[src/source/chart_player_pkg.sv]
package chart_player_pkg;

    // Keys per octave, C to B
    localparam int NUM_KEYS = 7;

    // Bit 8 octave down, bit 7 octave up, bits 6..0 one-hot keys with C at bit 0
    typedef logic [NUM_KEYS+1:0] note_t;
    typedef logic [7:0]          note_idx_t;
    typedef logic [13:0]         score_t;
    typedef logic [7:0]          led_t;
    typedef logic [1:0]          countdown_t;
    typedef logic [1:0]          arrow_t;

    // Wide enough for every tick period below
    typedef logic [3:0]          cycle_cnt_t;

    // Arrow key codes
    localparam arrow_t ARROW_NONE  = 2'd0;
    localparam arrow_t ARROW_LEFT  = 2'd1;
    localparam arrow_t ARROW_RIGHT = 2'd2;
    localparam arrow_t ARROW_UP    = 2'd3;
    // No free code left in two bits, so down reads the same as none
    localparam arrow_t ARROW_DOWN  = 2'd0;

    // Tick periods in prog_clk cycles
    localparam int COUNT_STEP_CYCLES = 8;
    localparam int NOTE_CYCLES       = 12;
    localparam int SCAN_CYCLES       = 4;

    // Points per timing window
    localparam score_t PTS_EXACT = 14'd5;
    localparam score_t PTS_LATE1 = 14'd3;
    localparam score_t PTS_LATE2 = 14'd2;

    typedef enum logic [1:0] {
        COUNTING,
        PLAYING,
        FINISHED
    } play_state_t;

endpackage

[src/source/play_status_if.sv]
interface play_status_if;

    // High for the whole PLAYING state
    logic                        play_en;
    // One-cycle step strobe
    logic                        note_tick;
    chart_player_pkg::note_idx_t note_index;
    logic                        finished;

    modport ctrl (
        output play_en,
        output note_tick,
        output note_index,
        output finished
    );

    modport user (
        input play_en,
        input note_tick,
        input note_index,
        input finished
    );

endinterface

[src/source/play_control.sv]
module play_control (
    input  logic                         prog_clk,
    input  logic                         rst,
    input  chart_player_pkg::arrow_t     arrow_keys,
    input  logic [7:0]                   chart_id,
    input  chart_player_pkg::note_idx_t  note_total,
    input  chart_player_pkg::score_t     score,
    play_status_if.ctrl                  status,
    output chart_player_pkg::countdown_t countdown,
    output logic                         save_strobe,
    output logic [7:0]                   save_chart_id,
    output chart_player_pkg::score_t     save_score,
    output logic                         exit_strobe
);

    chart_player_pkg::play_state_t state;
    chart_player_pkg::cycle_cnt_t  step_cnt;
    chart_player_pkg::cycle_cnt_t  note_cnt;
    chart_player_pkg::note_idx_t   note_index;
    chart_player_pkg::arrow_t      prev_arrow;
    logic                          step_done;
    logic                          note_tick;
    logic                          chart_done;
    logic                          keys_live;
    logic                          save_press;
    logic                          exit_press;

    assign step_done = step_cnt ==
        chart_player_pkg::cycle_cnt_t'(chart_player_pkg::COUNT_STEP_CYCLES - 1);

    // Endless chart when note_total is zero
    assign chart_done = (note_total != '0) && (note_index == note_total);

    // No step once the last note is reached
    assign note_tick = (state == chart_player_pkg::PLAYING) && !chart_done &&
        (note_cnt == chart_player_pkg::cycle_cnt_t'(chart_player_pkg::NOTE_CYCLES - 1));

    // Countdown 3..0, then one more step before play starts
    always_ff @(posedge prog_clk or posedge rst) begin
        if (rst) begin
            state     <= chart_player_pkg::COUNTING;
            countdown <= 2'd3;
            step_cnt  <= '0;
        end else begin
            case (state)
                chart_player_pkg::COUNTING: begin
                    if (step_done) begin
                        step_cnt <= '0;
                        if (countdown == 2'd0) begin
                            state <= chart_player_pkg::PLAYING;
                        end else begin
                            countdown <= countdown - 1'b1;
                        end
                    end else begin
                        step_cnt <= step_cnt + 1'b1;
                    end
                end
                chart_player_pkg::PLAYING: begin
                    if (chart_done) begin
                        state <= chart_player_pkg::FINISHED;
                    end
                end
                default: begin
                    // FINISHED holds until reset
                    state <= chart_player_pkg::FINISHED;
                end
            endcase
        end
    end

    // Note step counter and chart position
    always_ff @(posedge prog_clk or posedge rst) begin
        if (rst) begin
            note_cnt   <= '0;
            note_index <= '0;
        end else if (state == chart_player_pkg::PLAYING) begin
            if (note_tick) begin
                note_cnt   <= '0;
                note_index <= note_index + 1'b1;
            end else if (!chart_done) begin
                note_cnt <= note_cnt + 1'b1;
            end
        end
    end

    // Arrow presses count only after the countdown
    assign keys_live  = state != chart_player_pkg::COUNTING;
    assign save_press = keys_live && (arrow_keys == chart_player_pkg::ARROW_RIGHT) &&
        (prev_arrow != chart_player_pkg::ARROW_RIGHT);
    assign exit_press = keys_live && (arrow_keys == chart_player_pkg::ARROW_LEFT) &&
        (prev_arrow != chart_player_pkg::ARROW_LEFT);

    always_ff @(posedge prog_clk or posedge rst) begin
        if (rst) begin
            prev_arrow    <= chart_player_pkg::ARROW_NONE;
            save_strobe   <= 1'b0;
            exit_strobe   <= 1'b0;
            save_chart_id <= '0;
            save_score    <= '0;
        end else begin
            prev_arrow  <= arrow_keys;
            save_strobe <= save_press;
            exit_strobe <= exit_press;
            // Snapshot taken with the press
            if (save_press) begin
                save_chart_id <= chart_id;
                save_score    <= score;
            end
        end
    end

    assign status.play_en    = state == chart_player_pkg::PLAYING;
    assign status.finished   = state == chart_player_pkg::FINISHED;
    assign status.note_tick  = note_tick;
    assign status.note_index = note_index;

    a_strobes_exclusive: assert property (
        @(posedge prog_clk) disable iff (rst)
        !(save_strobe && exit_strobe)
    );

    a_index_in_chart: assert property (
        @(posedge prog_clk) disable iff (rst)
        (note_total != '0) |-> (status.note_index <= note_total)
    );

endmodule

[src/source/score_keeper.sv]
module score_keeper (
    input  logic                     prog_clk,
    input  logic                     rst,
    play_status_if.user              status,
    input  chart_player_pkg::note_t  chart_note,
    input  chart_player_pkg::note_t  user_note,
    input  logic                     auto_play,
    input  logic                     free_play,
    output chart_player_pkg::score_t score,
    output chart_player_pkg::score_t max_score
);

    chart_player_pkg::cycle_cnt_t scan_cnt;
    // hist_0 is one scan old, hist_1 two
    chart_player_pkg::note_t      hist_0;
    chart_player_pkg::note_t      hist_1;
    logic                         scan_tick;
    logic                         scoring;
    logic                         keys_down;

    assign scan_tick = status.play_en &&
        (scan_cnt == chart_player_pkg::cycle_cnt_t'(chart_player_pkg::SCAN_CYCLES - 1));

    // Rests and free play never score
    assign scoring = scan_tick && !free_play &&
        (chart_note[chart_player_pkg::NUM_KEYS-1:0] != '0);

    assign keys_down = user_note[chart_player_pkg::NUM_KEYS-1:0] != '0;

    // Scan period counter, idle outside play
    always_ff @(posedge prog_clk or posedge rst) begin
        if (rst) begin
            scan_cnt <= '0;
        end else if (!status.play_en || scan_tick) begin
            scan_cnt <= '0;
        end else begin
            scan_cnt <= scan_cnt + 1'b1;
        end
    end

    always_ff @(posedge prog_clk or posedge rst) begin
        if (rst) begin
            score     <= '0;
            max_score <= '0;
            hist_0    <= '0;
            hist_1    <= '0;
        end else if (scoring) begin
            max_score <= max_score + chart_player_pkg::PTS_EXACT;
            hist_0    <= user_note;
            hist_1    <= hist_0;
            if (auto_play) begin
                score <= score + chart_player_pkg::PTS_EXACT;
            end else if (keys_down) begin
                // Earliest window wins
                if (chart_note == user_note) begin
                    score <= score + chart_player_pkg::PTS_EXACT;
                end else if (chart_note == hist_0) begin
                    score <= score + chart_player_pkg::PTS_LATE1;
                end else if (chart_note == hist_1) begin
                    score <= score + chart_player_pkg::PTS_LATE2;
                end
            end
        end
    end

    a_score_bounded: assert property (
        @(posedge prog_clk) disable iff (rst)
        score <= max_score
    );

endmodule

[src/source/note_output.sv]
module note_output (
    input  logic                    prog_clk,
    input  logic                    rst,
    play_status_if.user             status,
    input  chart_player_pkg::note_t chart_note,
    input  chart_player_pkg::note_t user_note,
    input  logic                    auto_play,
    output chart_player_pkg::note_t play_note,
    output chart_player_pkg::led_t  led
);

    chart_player_pkg::led_t led_next;

    // LED pattern for the current chart note
    always_comb begin
        led_next = '0;
        // Octave marker lights for up or down, not both
        led_next[0] = chart_note[chart_player_pkg::NUM_KEYS+1] ^
            chart_note[chart_player_pkg::NUM_KEYS];
        // Key C on led 7 down to key B on led 1
        if ($onehot(chart_note[chart_player_pkg::NUM_KEYS-1:0])) begin
            for (int k = 0; k < chart_player_pkg::NUM_KEYS; k++) begin
                led_next[chart_player_pkg::NUM_KEYS-k] = chart_note[k];
            end
        end
    end

    always_ff @(posedge prog_clk or posedge rst) begin
        if (rst) begin
            play_note <= '0;
            led       <= '0;
        end else begin
            if (status.note_tick) begin
                play_note <= auto_play ? chart_note : user_note;
            end
            // LEDs freeze outside play
            if (status.play_en) begin
                led <= led_next;
            end
        end
    end

    a_led_keys_onehot0: assert property (
        @(posedge prog_clk) disable iff (rst)
        $onehot0(led[7:1])
    );

endmodule

[src/source/chart_player_top.sv]
module chart_player_top (
    input  logic                                  prog_clk,
    input  logic                                  rst,
    input  logic [chart_player_pkg::NUM_KEYS-1:0] note_keys,
    input  logic                                  oct_up,
    input  logic                                  oct_down,
    input  chart_player_pkg::arrow_t              arrow_keys,
    input  logic [7:0]                            chart_id,
    input  chart_player_pkg::note_idx_t           note_total,
    input  chart_player_pkg::note_t               chart_note,
    input  logic                                  auto_play,
    input  logic                                  free_play,
    output chart_player_pkg::note_idx_t           chart_addr,
    output chart_player_pkg::countdown_t          countdown,
    output logic                                  playing,
    output logic                                  finished,
    output chart_player_pkg::note_t               play_note,
    output chart_player_pkg::led_t                led,
    output chart_player_pkg::score_t              score,
    output chart_player_pkg::score_t              max_score,
    output logic                                  save_strobe,
    output logic [7:0]                            save_chart_id,
    output chart_player_pkg::score_t              save_score,
    output logic                                  exit_strobe
);

    chart_player_pkg::note_t user_note;

    play_status_if status ();

    // Same bit layout as a chart note
    assign user_note = {oct_down, oct_up, note_keys};

    // Chart memory is addressed by the current position
    assign chart_addr = status.note_index;
    assign playing    = status.play_en;
    assign finished   = status.finished;

    play_control u_play_control (
        .prog_clk      (prog_clk),
        .rst           (rst),
        .arrow_keys    (arrow_keys),
        .chart_id      (chart_id),
        .note_total    (note_total),
        .score         (score),
        .status        (status),
        .countdown     (countdown),
        .save_strobe   (save_strobe),
        .save_chart_id (save_chart_id),
        .save_score    (save_score),
        .exit_strobe   (exit_strobe)
    );

    score_keeper u_score_keeper (
        .prog_clk   (prog_clk),
        .rst        (rst),
        .status     (status),
        .chart_note (chart_note),
        .user_note  (user_note),
        .auto_play  (auto_play),
        .free_play  (free_play),
        .score      (score),
        .max_score  (max_score)
    );

    note_output u_note_output (
        .prog_clk   (prog_clk),
        .rst        (rst),
        .status     (status),
        .chart_note (chart_note),
        .user_note  (user_note),
        .auto_play  (auto_play),
        .play_note  (play_note),
        .led        (led)
    );

endmodule

[config.mk]
export PLATFORM = sky130hd
export DESIGN_NAME = chart_player_top
export DESIGN_NICKNAME = d
export VERILOG_FILES = /design/src/source/chart_player_pkg.sv /design/src/source/play_status_if.sv /design/src/source/play_control.sv /design/src/source/score_keeper.sv /design/src/source/note_output.sv /design/src/source/chart_player_top.sv
export SDC_FILE = /design/constraint.sdc
export NUM_CORES = 1
export LEC_CHECK = 0
export ABC_AREA = 1
export BUFFER_PORTS_ARGS = -buffer_cell sky130_fd_sc_hd__buf_2
export CAP_MARGIN = 10
export CORE_UTILIZATION = 30
export CTS_CLUSTER_DIAMETER = 50
export DETAILED_ROUTE_END_ITERATION = 7
export GPL_TIMING_DRIVEN = 0
export PLACE_DENSITY = 0.54
export SYNTH_ARGS = -nofsm -noshare
export SYNTH_HDL_FRONTEND = slang
export SYNTH_SLANG_ARGS = --single-unit
[constraint.sdc]
create_clock -name prog_clk -period 3.7 [get_ports prog_clk]
set_input_delay 0 -clock prog_clk [delete_from_list [all_inputs] [get_ports prog_clk]]
set_output_delay 0 -clock prog_clk [all_outputs]
set_load 0.05 [all_outputs]
== Yosys cells after proc, flatten, opt, wreduce, memory -nomap -nowiden ==
Cells that the tools add are included.
Operators by class
  shift operators: 0
  multipliers: 0
  $lt $le $gt $ge: 0
  equal/unequal tests: 18
  $add $sub $neg: 15
  bitwise logic cells: 2
  reduce and logical (&&, ||, !) cells: 27
  divide/modulo/power cells: 0
  mux-type cells: 15
Operator list (count)
  two-way mux 14 bit: 5
  adder 14 x 2 -> 14 bit (second input constant): 2
  adder 14 x 3 -> 14 bit (second input constant): 2
  equality test 9 bit: 3
  two-way mux 4 bit: 4
  nonzero test 7 bit: 2
  adder 4 x 1 -> 4 bit (second input constant): 3
  logical AND 1 bit: 10
  two-way mux 9 bit: 1
  AND reduction 3 bit: 3
  adder 8 x 1 -> 8 bit (second input constant): 1
  equality test 8 bit: 1
  nonzero test 8 bit: 1
  two-way mux 7 bit: 1
  adder 1 x 1 -> 2 bit: 3
  adder 3 bit: 2
  two-way mux 2 bit: 3
  inequality test 2 x 1 -> 1 bit (second input constant): 3
  inequality test 2 bit (second input constant): 3
  equality test 2 x 1 -> 1 bit (second input constant): 2
  equality test 2 bit (second input constant): 2
  equality test 4 x 2 -> 1 bit (second input constant): 1
  equality test 4 x 3 -> 1 bit (second input constant): 1
  equality test 4 bit (second input constant): 1
  12 further kinds: 17
Word-level totals
  memories: 0
  output and inout bits: 81
  bits of input ports: 40
  bits in latches: 0
  memory bits (writable): 0
  memory bits (read-only): 0
  register bits: 113
  logic and storage cells: 94

== Logic depth before layout (Yosys ltp) ==
Gate-level depths: netlist of run 1.
  depth in word-level cells: 7
  mapped depth: 14
  depth with buffers taken out: 13

== Modules after synthesis ==
From an unflattened synthesis of run 1, not the netlist that was laid out.
Second synthesis, totals
  cell total of the unflattened synthesis: 907
  area total of the unflattened synthesis: 6703.9 um2
By module, submodules not included
  score_keeper: cells an instance 502, instances 1, area each 3529.6 um2, sequential area each 1251.2 um2
  play_control: cells an instance 269, instances 1, area each 2182.1 um2, sequential area each 1153.6 um2
  note_output: cells an instance 136, instances 1, area each 992.2 um2, sequential area each 425.4 um2

== Least setup slack after synthesis of run 1 ==
Ideal clock, no wire load.
  path kind: input to register
  from: input chart_note[1]
  to: register u_note_output.led[1]
  required time: 3633 ps
  slack: 1327 ps
  arrival time: 2306 ps
  stages on the path: 11
  setup time: 67 ps
  path buffers: 1
  path through: buf_4 > inv_2 > ha_1 > inv_1 > fa_1 > inv_1 > ha_1 > fa_1 > a211oi_1 > nand3_1 > nand2_1
On the way
  word-level cells in the longest chain between the ends: 5
RTL lines
  start: declaration: RTL line chart_player_top.sv:10  | input chart_player_pkg::note_t chart_note,
  adder 1 x 1 -> 2 bit: RTL line note_output.sv:21  | if ($onehot(chart_note[chart_player_pkg::NUM_KEYS-1:0])) begin
  adder 3 bit (2 in series): RTL line note_output.sv:21
  equality test 3 x 1 -> 1 bit: RTL line note_output.sv:21
  two-way mux 7 bit: RTL line note_output.sv:21
  end signal: assignment: RTL line note_output.sv:38  | led <= led_next;
  end: declaration: RTL line note_output.sv:9  | output chart_player_pkg::led_t led
Every way passes these cells.
A chain may end at the register's enable or synchronous reset.

== Worst setup path after layout of run 1 ==
  from: input chart_note[1]
  to: register u_note_output.led[7]
Same word-level chain as after synthesis.

==> qor_table.md, run 1 <==
| Parameter | Reported |
|:---|:---|
| Worst max-slew margin expressed relative to the limit | 0.412 |
| Wire length of the first global-routing pass | 28.6 mm |
| Critical Path RT | 4.06 ns |
| Post-synth EDFFs | 0 |
| Kind of end point of the critical path | register |
| Count of routing violations after the opening detailed-route iteration | 246 |
| Number of vias per cell after detailed routing | 4.53 |
| Final count of pins violating max slew | 0 |
| Detailed-route DRC error count | 0 |
| Post-synthesis to final-layout area growth | 27.3% |
| Final RePlAce weighted congestion | 0.789 |
| Max-Cap Viols | 0 |
| Number of nets in the layout | 1073 |
| Count of buffers from port buffering | 116 |
| Synthesized area | 0.00669 mm2 |
| Post-DP HPWL | 12.8 mm |
| Placed Instance Area | 0.00765 mm2 |
| Path class of the lowest-slack min-delay path | in -> reg |
| Count of synthesis-stage warnings from yosys | 0 |
| Unrepaired setup endpoints after global routing | false |
| Cell types with the highest counts after synthesis | nand2_1 (283), dfrtp_1 (111), inv_1 (83), nand3_1 (72), o21ai_0 (60) |
| Sum of routed wire segments on met1 | 8.17 mm |
| Pwr/cell area | 398 mW/mm2 |
| Number of hold violations in the final report | 0 |
| Die ar. | 0.0229 mm2 |
| Total track usage | 0.162 |
| Setup-failing EPs final | 0 |
| Pin count of the biggest net entering global routing | 61 |
| Number of clock buffers inserted by TritonCTS | 17 |
| Quantity of gates resized following cts | 0 |
| Core box area | 0.0218 mm2 |
| # H-tree levels | 4 |
| Antenna violations before repair | 0 |
| Highest Signal Layer | met4 |
| Number of ports placed on the die boundary | 121 |
| Synth Flop Type | dfrtp_1 |
| Signal arrival time at the worst endpoint | 3.34 ns |
| Die Span Y | 151 um |
| Remaining global-route overflow | 0 |
| Total of hold buffers inserted after clock tree synthesis | 29 |
| Detailed-routed wire length on met2 | 8.29 mm |
| Clk sinks | 113 |
| Number of setup buffers added after CTS | 0 |
| Count of inserted antenna diode cells | 0 |
| Share of async-settable or async-resettable flops after synthesis | 1.00 |
| Most numerous cell in the Yosys netlist | nand2_1 |
| Path type of the worst setup path | in -> reg |
| Portion of the clock cycle consumed by the worst path in the final layout | 0.805 |
| Routed Wire Length | 17.5 mm |
| Top cell type by total area after synthesis | dfrtp_1 |
| Worst clock skew | 0.00992 ns |
| Number of flip-flops and latches in the synthesized netlist | 113 |
| TritonCTS clock tree | done |
| Die X-Extent | 151 um |
| Clock tree root buffer cell | clkbuf_16 |
| Portion of the post-synthesis area used by sequential elements | 0.423 |
| DRT antenna net count | 0 |
| Dominant cells by area after synthesis | dfrtp_1 (42%), nand2_1 (16%), xor2_1 (5.5%) |
| Worst Tran Pin Value | 0.877 ns |
| Worst-path fanout max | 7 |
| Post-route design area | 0.00851 mm2 |
| Final design utilization | 0.390 |
| Library cells used by synthesis | 36 |
| Highest clock rate | 336 MHz |
| Register clock-pin slew on the reported worst setup and hold paths | 0.07 ns |
| Effective utilization at floorplan | 0.306 |
| Met3 routed WL | 566 um |
| Detailed-route wire length per cell | 13.4 um |
| Static leakage | 0.00436 uW |
| Worst IR drop on VDD | 0.192 mV |
| Status | complete, no violations |
| Skew-Pair Late Insertion Delay | 0.42 ns |
| Clock tree buffer depth | 2 |
| Instance count of the mapped netlist | 847 |
| Vias in the first global route | 5584 |
| First drt pass iteration count | 4 |
| Mean area per synthesized cell | 7.89 um2 |
| Floorplan row count | 54 |
| Vias after detailed routing | 5912 |
| Worst setup SP type | primary input |
| Layout fillers | 2281 |
| Total nets after synthesis | 908 |
| Share of the synthesized area in the top cell type | 0.415 |
| Fraction of layout cells with a size suffix above 1 | 0.223 |
| Shortest period the worst path allows | 2.98 ns |
| Minimum setup slack among reg-to-reg paths | 1.80 ns |
## state kept, by name (all words and copies together) (netlist names), 2 cells and up
| register | count |
|---|---|
| u_note_output.led | 8 |
| u_note_output.play_note | 9 |
| u_play_control.countdown | 2 |
| u_play_control.note_cnt | 4 |
| u_play_control.prev_arrow | 2 |
| u_play_control.save_chart_id | 8 |
| u_play_control.save_score | 14 |
| u_play_control.state | 2 |
| u_play_control.status.note_index | 8 |
| u_play_control.step_cnt | 4 |
| u_score_keeper.hist_0 | 9 |
| u_score_keeper.hist_1 | 9 |
| u_score_keeper.max_score | 14 |
| u_score_keeper.scan_cnt | 4 |
| u_score_keeper.score | 14 |
## power by group
group / switching (uW) / total [uW] / internal, uW
combinational: 321 / 468 / 147
sequential: 34.4 / 1320 / 1280
clock: 653 / 1600 / 948
total: 1010 / 3390 / 2380
## kinds of logic (layout without fill, tap and decap cells)
group                    after synthesis  in the layout  share of synthesized area
flip-flops                           113            113                      0.423
XOR/XNOR                              68             68                     0.0891
adder cells (fa/ha/maj)               21             21                     0.0427
AND/OR/NAND/NOR                      451            451                      0.308
buffers and inverters                124            302                     0.0827
AO/OA/AOI/OAI                         70             70                     0.0539
## final cells by class
cell class	instances	area, um2	area share
Buffer	31	204	0.0240
Sequential cell	113	2830	0.333
Inverter	93	354	0.0416
Timing Repair Buffer	146	898	0.106
Clock buffer	18	439	0.0516
Tap cell	280	350	0.0412
Clock inverter	14	130	0.0153
Multi-Input combinational cell	610	3300	0.388
## layer usage
| metal | track usage | up-vias |
|---|---|---|
| met5 | 0 | - |
| met4 | 0.0755 | 0 |
| met3 | 0.0289 | 32 |
| met2 | 0.257 | 96 |
| met1 | 0.212 | 2788 |
| li1 | - | 2996 |
## placed cells by master (no fill, tap or decap), types with 11 or more instances in the layout
cell / synthesis / layout
nand3_1: 72 / 72
nor2_1: 37 / 37
dfrtp_1: 111 / 111
ha_1: 18 / 18
clkbuf_16: 0 / 17
nand2_1: 283 / 283
o21ai_0: 60 / 60
xor2_1: 42 / 42
buf_2: 12 / 128
xnor2_1: 26 / 26
nand4_1: 11 / 11
dlygate4sd3_1: 0 / 29
inv_1: 83 / 82
## stage by stage
step / setup WS [ns] / hold slack (ns) / power (uW) / cells / setup TNS [ns]
floorplan: 0.716 / 0.0314 / 1650 / 847 / 0
global placement: -1.07 / 0.123 / 1780 / 1243 / -117.43
detailed placement: 0.796 / 0.122 / 1790 / 1244 / 0
CTS: 0.659 / 0.000498 / 3430 / 1305 / 0
global route: 0.545 / 0.0422 / 3540 / 1305 / 0
finish: 0.720 / 0.0195 / 3390 / 1305 / 0
## final timing paths
path	from	to	cells after the start
max	chart_note[1]	u_note_output.led[7]	13
min	auto_play	u_note_output.play_note[0]	5
max reg2reg	u_score_keeper.scan_cnt[0]	u_score_keeper.score[9]	9
min reg2reg	u_score_keeper.scan_cnt[0]	u_score_keeper.scan_cnt[0]	1
max in group asynchronous	rst	u_play_control.countdown[1]	4
min in group asynchronous	rst	u_play_control.step_cnt[3]	3
## critical path: stages
cell and delay [ns]:
dlygate4sd3_1 0.52, buf_2 0.11, buf_4 0.15, inv_2 0.05
ha_1 0.26, inv_1 0.05, fa_1 0.51, inv_1 0.04
ha_1 0.20, fa_1 0.44, a211oi_1 0.74, nand3_1 0.17
nand2_1 0.10
(Power assumes the default switching activity.)
==> inputs of run 2 (changes only) <==
- ABC_AREA: 1 -> 0
- PLACE_DENSITY: 0.54 -> 0.55
- clock period: 3.7 -> 2.76 ns (I/O delays scaled with it)
==> qor_table.md, run 2 <==
| Parameter | Reported | Delta |
|:---|:---|:---|
| Die ar. | 0.0197 mm2 | -14% |
| Total track usage | 0.150 | -0.0117 |
| Skew-Pair Late Insertion Delay | 0.42 ns | about the same |
| Fraction of layout cells with a size suffix above 1 | 0.284 | +0.0601 |
| Mean area per synthesized cell | 10.6 um2 | +34% |
| Most frequent cells in the layout | buf_2 (126), dfrtp_1 (111), nand2_1 (83) |  |
| Remaining global-route overflow | 0 | unchanged |
| Final Hold Slack | 0.0187 ns | -0.000821 ns |
| Status | complete, no violations |  |
| Pwr/cell area | 1100 mW/mm2 | +180% |
| Static leakage | 0.00360 uW | -18% |
| Synth Flop Type | dfrtp_1 |  |
| Post-synthesis to final-layout area growth | 31.9% |  |
| Shortest period the worst path allows | 2.61 ns |  |
| Most numerous cell in the Yosys netlist | dfrtp_1 |  |
| Worst-case setup slack after placement | -0.388 ns | -1.18 ns |
| Worst Tran Pin Value | 1.06 ns | +0.186 ns |
| Portion of the clock cycle consumed by the worst path in the final layout | 0.946 |  |
| Antenna violations before repair | 0 | unchanged |
| Pin count of the biggest net entering global routing | 40 | -34% |
| Max-Cap Viols | 0 | unchanged |
| Path class of the lowest-slack min-delay path | in -> reg |  |
| Final count of pins violating max slew | 0 | unchanged |
| Length in cells of the worst reg-to-reg path | 8 | -1 |
| Clk sinks | 113 | unchanged |
| Post-DP HPWL | 10.2 mm | -21% |
| Number of vias per cell after detailed routing | 4.69 | +3.6% |
| Number of hold violations in the final report | 0 | unchanged |
| Count of inserted antenna diode cells | 0 | unchanged |
| Wire length of the first global-routing pass | 22.6 mm | -21% |
| Count of synthesis-stage warnings from yosys | 0 | unchanged |
| Clock tree buffer depth | 2 | unchanged |
| Share of async-settable or async-resettable flops after synthesis | 1.00 | unchanged |
| Setup-failing EPs final | 0 | unchanged |
| Biggest registers after layout | u_play_control.save_score x14, u_score_keeper.max_score x14, u_score_keeper.score x14 |  |
| Vias in the first global route | 4267 | -24% |
| Final design utilization | 0.404 | +0.0146 |
| Signal arrival time at the worst endpoint | 2.89 ns | -0.45 ns |
| Die X-Extent | 140 um | -7.3% |
| Count of routing violations after the opening detailed-route iteration | 186 | -24% |
| Number of nets in the layout | 764 | -29% |
| Cell types with the highest counts after synthesis | dfrtp_1 (111), nand2_1 (83), xnor2_1 (38), xor2_1 (30), nor2_1 (29) |  |
| Detailed-route DRC error count | 0 | unchanged |
| Routed Wire Length | 13.9 mm | -21% |
| Effective utilization at floorplan | 0.307 | about the same |
| Path type of the worst setup path | reg -> reg |  |
| Critical Path RT | 3.04 ns | -1.02 ns |
| Layout fillers | 1842 | -19% |
| Final RePlAce weighted congestion | 0.758 | -3.8% |
| Detailed-route wire length per cell | 14.6 um | +9.0% |
| Total nets after synthesis | 603 | -34% |
| Post-synth EDFFs | 0 | unchanged |
| Library cells used by synthesis | 62 | +72% |
| Top cell type by total area after synthesis | dfrtp_1 |  |
| Vias after detailed routing | 4460 | -25% |
| Most common library cell in the layout ignoring fill and taps | buf_2 |  |
| Worst-path fanout max | 10 | +3 |
| First drt pass iteration count | 4 | unchanged |
| Synthesized area | 0.00573 mm2 | -14% |
| Worst max-slew margin expressed relative to the limit | 0.282 | -0.130 |
| Highest clock rate | 383 MHz |  |
| Floorplan row count | 50 | -7.4% |
| Share of the synthesized area in the top cell type | 0.484 | +0.0690 |
| Final worst-path setup slack | 0.148 ns | -0.572 ns |
| DRT antenna net count | 0 | unchanged |
| Dominant cells by area after synthesis | dfrtp_1 (48%), xnor2_1 (5.8%), nand2_1 (5.4%) |  |
| Instance count of the mapped netlist | 542 | -36% |
| Number of clock buffers inserted by TritonCTS | 17 | unchanged |
| Worst setup SP type | register |  |
| TritonCTS clock tree | done |  |
| Register clock-pin slew on the reported worst setup and hold paths | 0.05 ns | -0.02 ns |
| Core box area | 0.0187 mm2 | -14% |
| Hold Crit Depth | 3 | -2 |
| Count of buffers from port buffering | 117 | +0.86% |
| Kind of end point of the critical path | register |  |
| Worst IR drop on VDD | 0.438 mV | +130% |
| Worst clock skew | 0.00972 ns | -0.000207 ns |
| # H-tree levels | 4 | unchanged |
| Number of flip-flops and latches in the synthesized netlist | 113 | unchanged |
| Number of ports placed on the die boundary | 121 | unchanged |
| Clock tree root buffer cell | clkbuf_16 |  |
| Portion of the post-synthesis area used by sequential elements | 0.494 | +0.0703 |
| Die Span Y | 140 um | -7.3% |
## run 2: changes by cell type after synthesis, moves of 9 or more
cell      change
nand2_1     -200
nand3_1      -62
inv_1        -55
o21ai_0      -54
mux2_2       +26
a21oi_1      +12
xnor2_1      +12
xor2_1       -12
clkbuf_1     +10
buf_4         -9
mux2i_1       +9
nand2_2       -9
nand3_2       -9
## run 2: routing by layer
metal | global-route usage | routed length, um | vias to the layer above
li1 | - | - | 2198
met1 | 0.199 | 6710 | 2154
met2 | 0.233 | 6400 | 87
met3 | 0.0345 | 455 | 21
met4 | 0.0700 | 317 | 0
met5 | 0 | 0 | -
## run 2: area by class of cell
class,instances,area [um2],area share
timing repair buffer,142,863,0.114
sequential,113,2830,0.374
buffer,26,131,0.0174
tap,234,293,0.0387
clock buffer,22,474,0.0627
multi-input combinational,375,2690,0.355
clock inverter,10,180,0.0238
inverter,28,109,0.0144
## run 2: where the power goes
part / switching, uW / total [uW] / internal (uW)
clock network: 748 / 2410 / 1670
logic: 2220 / 3190 / 972
registers: 452 / 2680 / 2230
## run 2: timing repair
action,in CTS,in global routing
hold buffers,21,0
buffers inserted,0,1
gates resized for setup,0,9
hold endpoints to repair,140,0
endpoints found under the setup margin,0,13
## run 2: final timing paths
kind,startpoint,endpoint,slack (ns)
max,u_score_keeper.scan_cnt[0],u_score_keeper.score[12],0.15
min in group asynchronous,rst,u_play_control.save_chart_id[5],0.20
max in group asynchronous,rst,u_play_control.countdown[0],2.03
min reg2reg,u_score_keeper.scan_cnt[0],u_score_keeper.scan_cnt[0],0.46
max reg2reg,u_score_keeper.scan_cnt[0],u_score_keeper.score[12],0.15
min,chart_note[8],u_note_output.led[0],0.02
## run 2: worst max-delay path, cell delays in order, from the launching register on
cell and delay (ns):
dfrtp_1 0.37, ha_2 0.19, or3b_4 0.41, nor4_4 0.43, nand2_1 0.12, buf_4 0.18, or4_1 0.52, o311ai_1 0.10
o311ai_1 0.13
## run 2: cell families (layout without fill, tap and decap cells)
family / after synthesis / count (layout) / share of synthesized area
simple gates: 184 / 184 / 0.158
mux: 35 / 35 / 0.0668
compound gates: 67 / 67 / 0.0879
fa+ha+maj: 21 / 21 / 0.0498
buf+inv: 54 / 228 / 0.0406
flops: 113 / 113 / 0.494
xor+xnor: 68 / 68 / 0.104
## run 2: per-stage QoR
stage	power, uW	cell area, um2	std cells	TNS [ns]
after CTS	8380	7540	949	0
final	8290	7570	950	0
after global placement	5840	6620	893	-2.79
after global routing	8790	7570	950	-0.00505
after detailed placement	5890	6680	896	-2.65
after floorplan	5080	5740	542	0
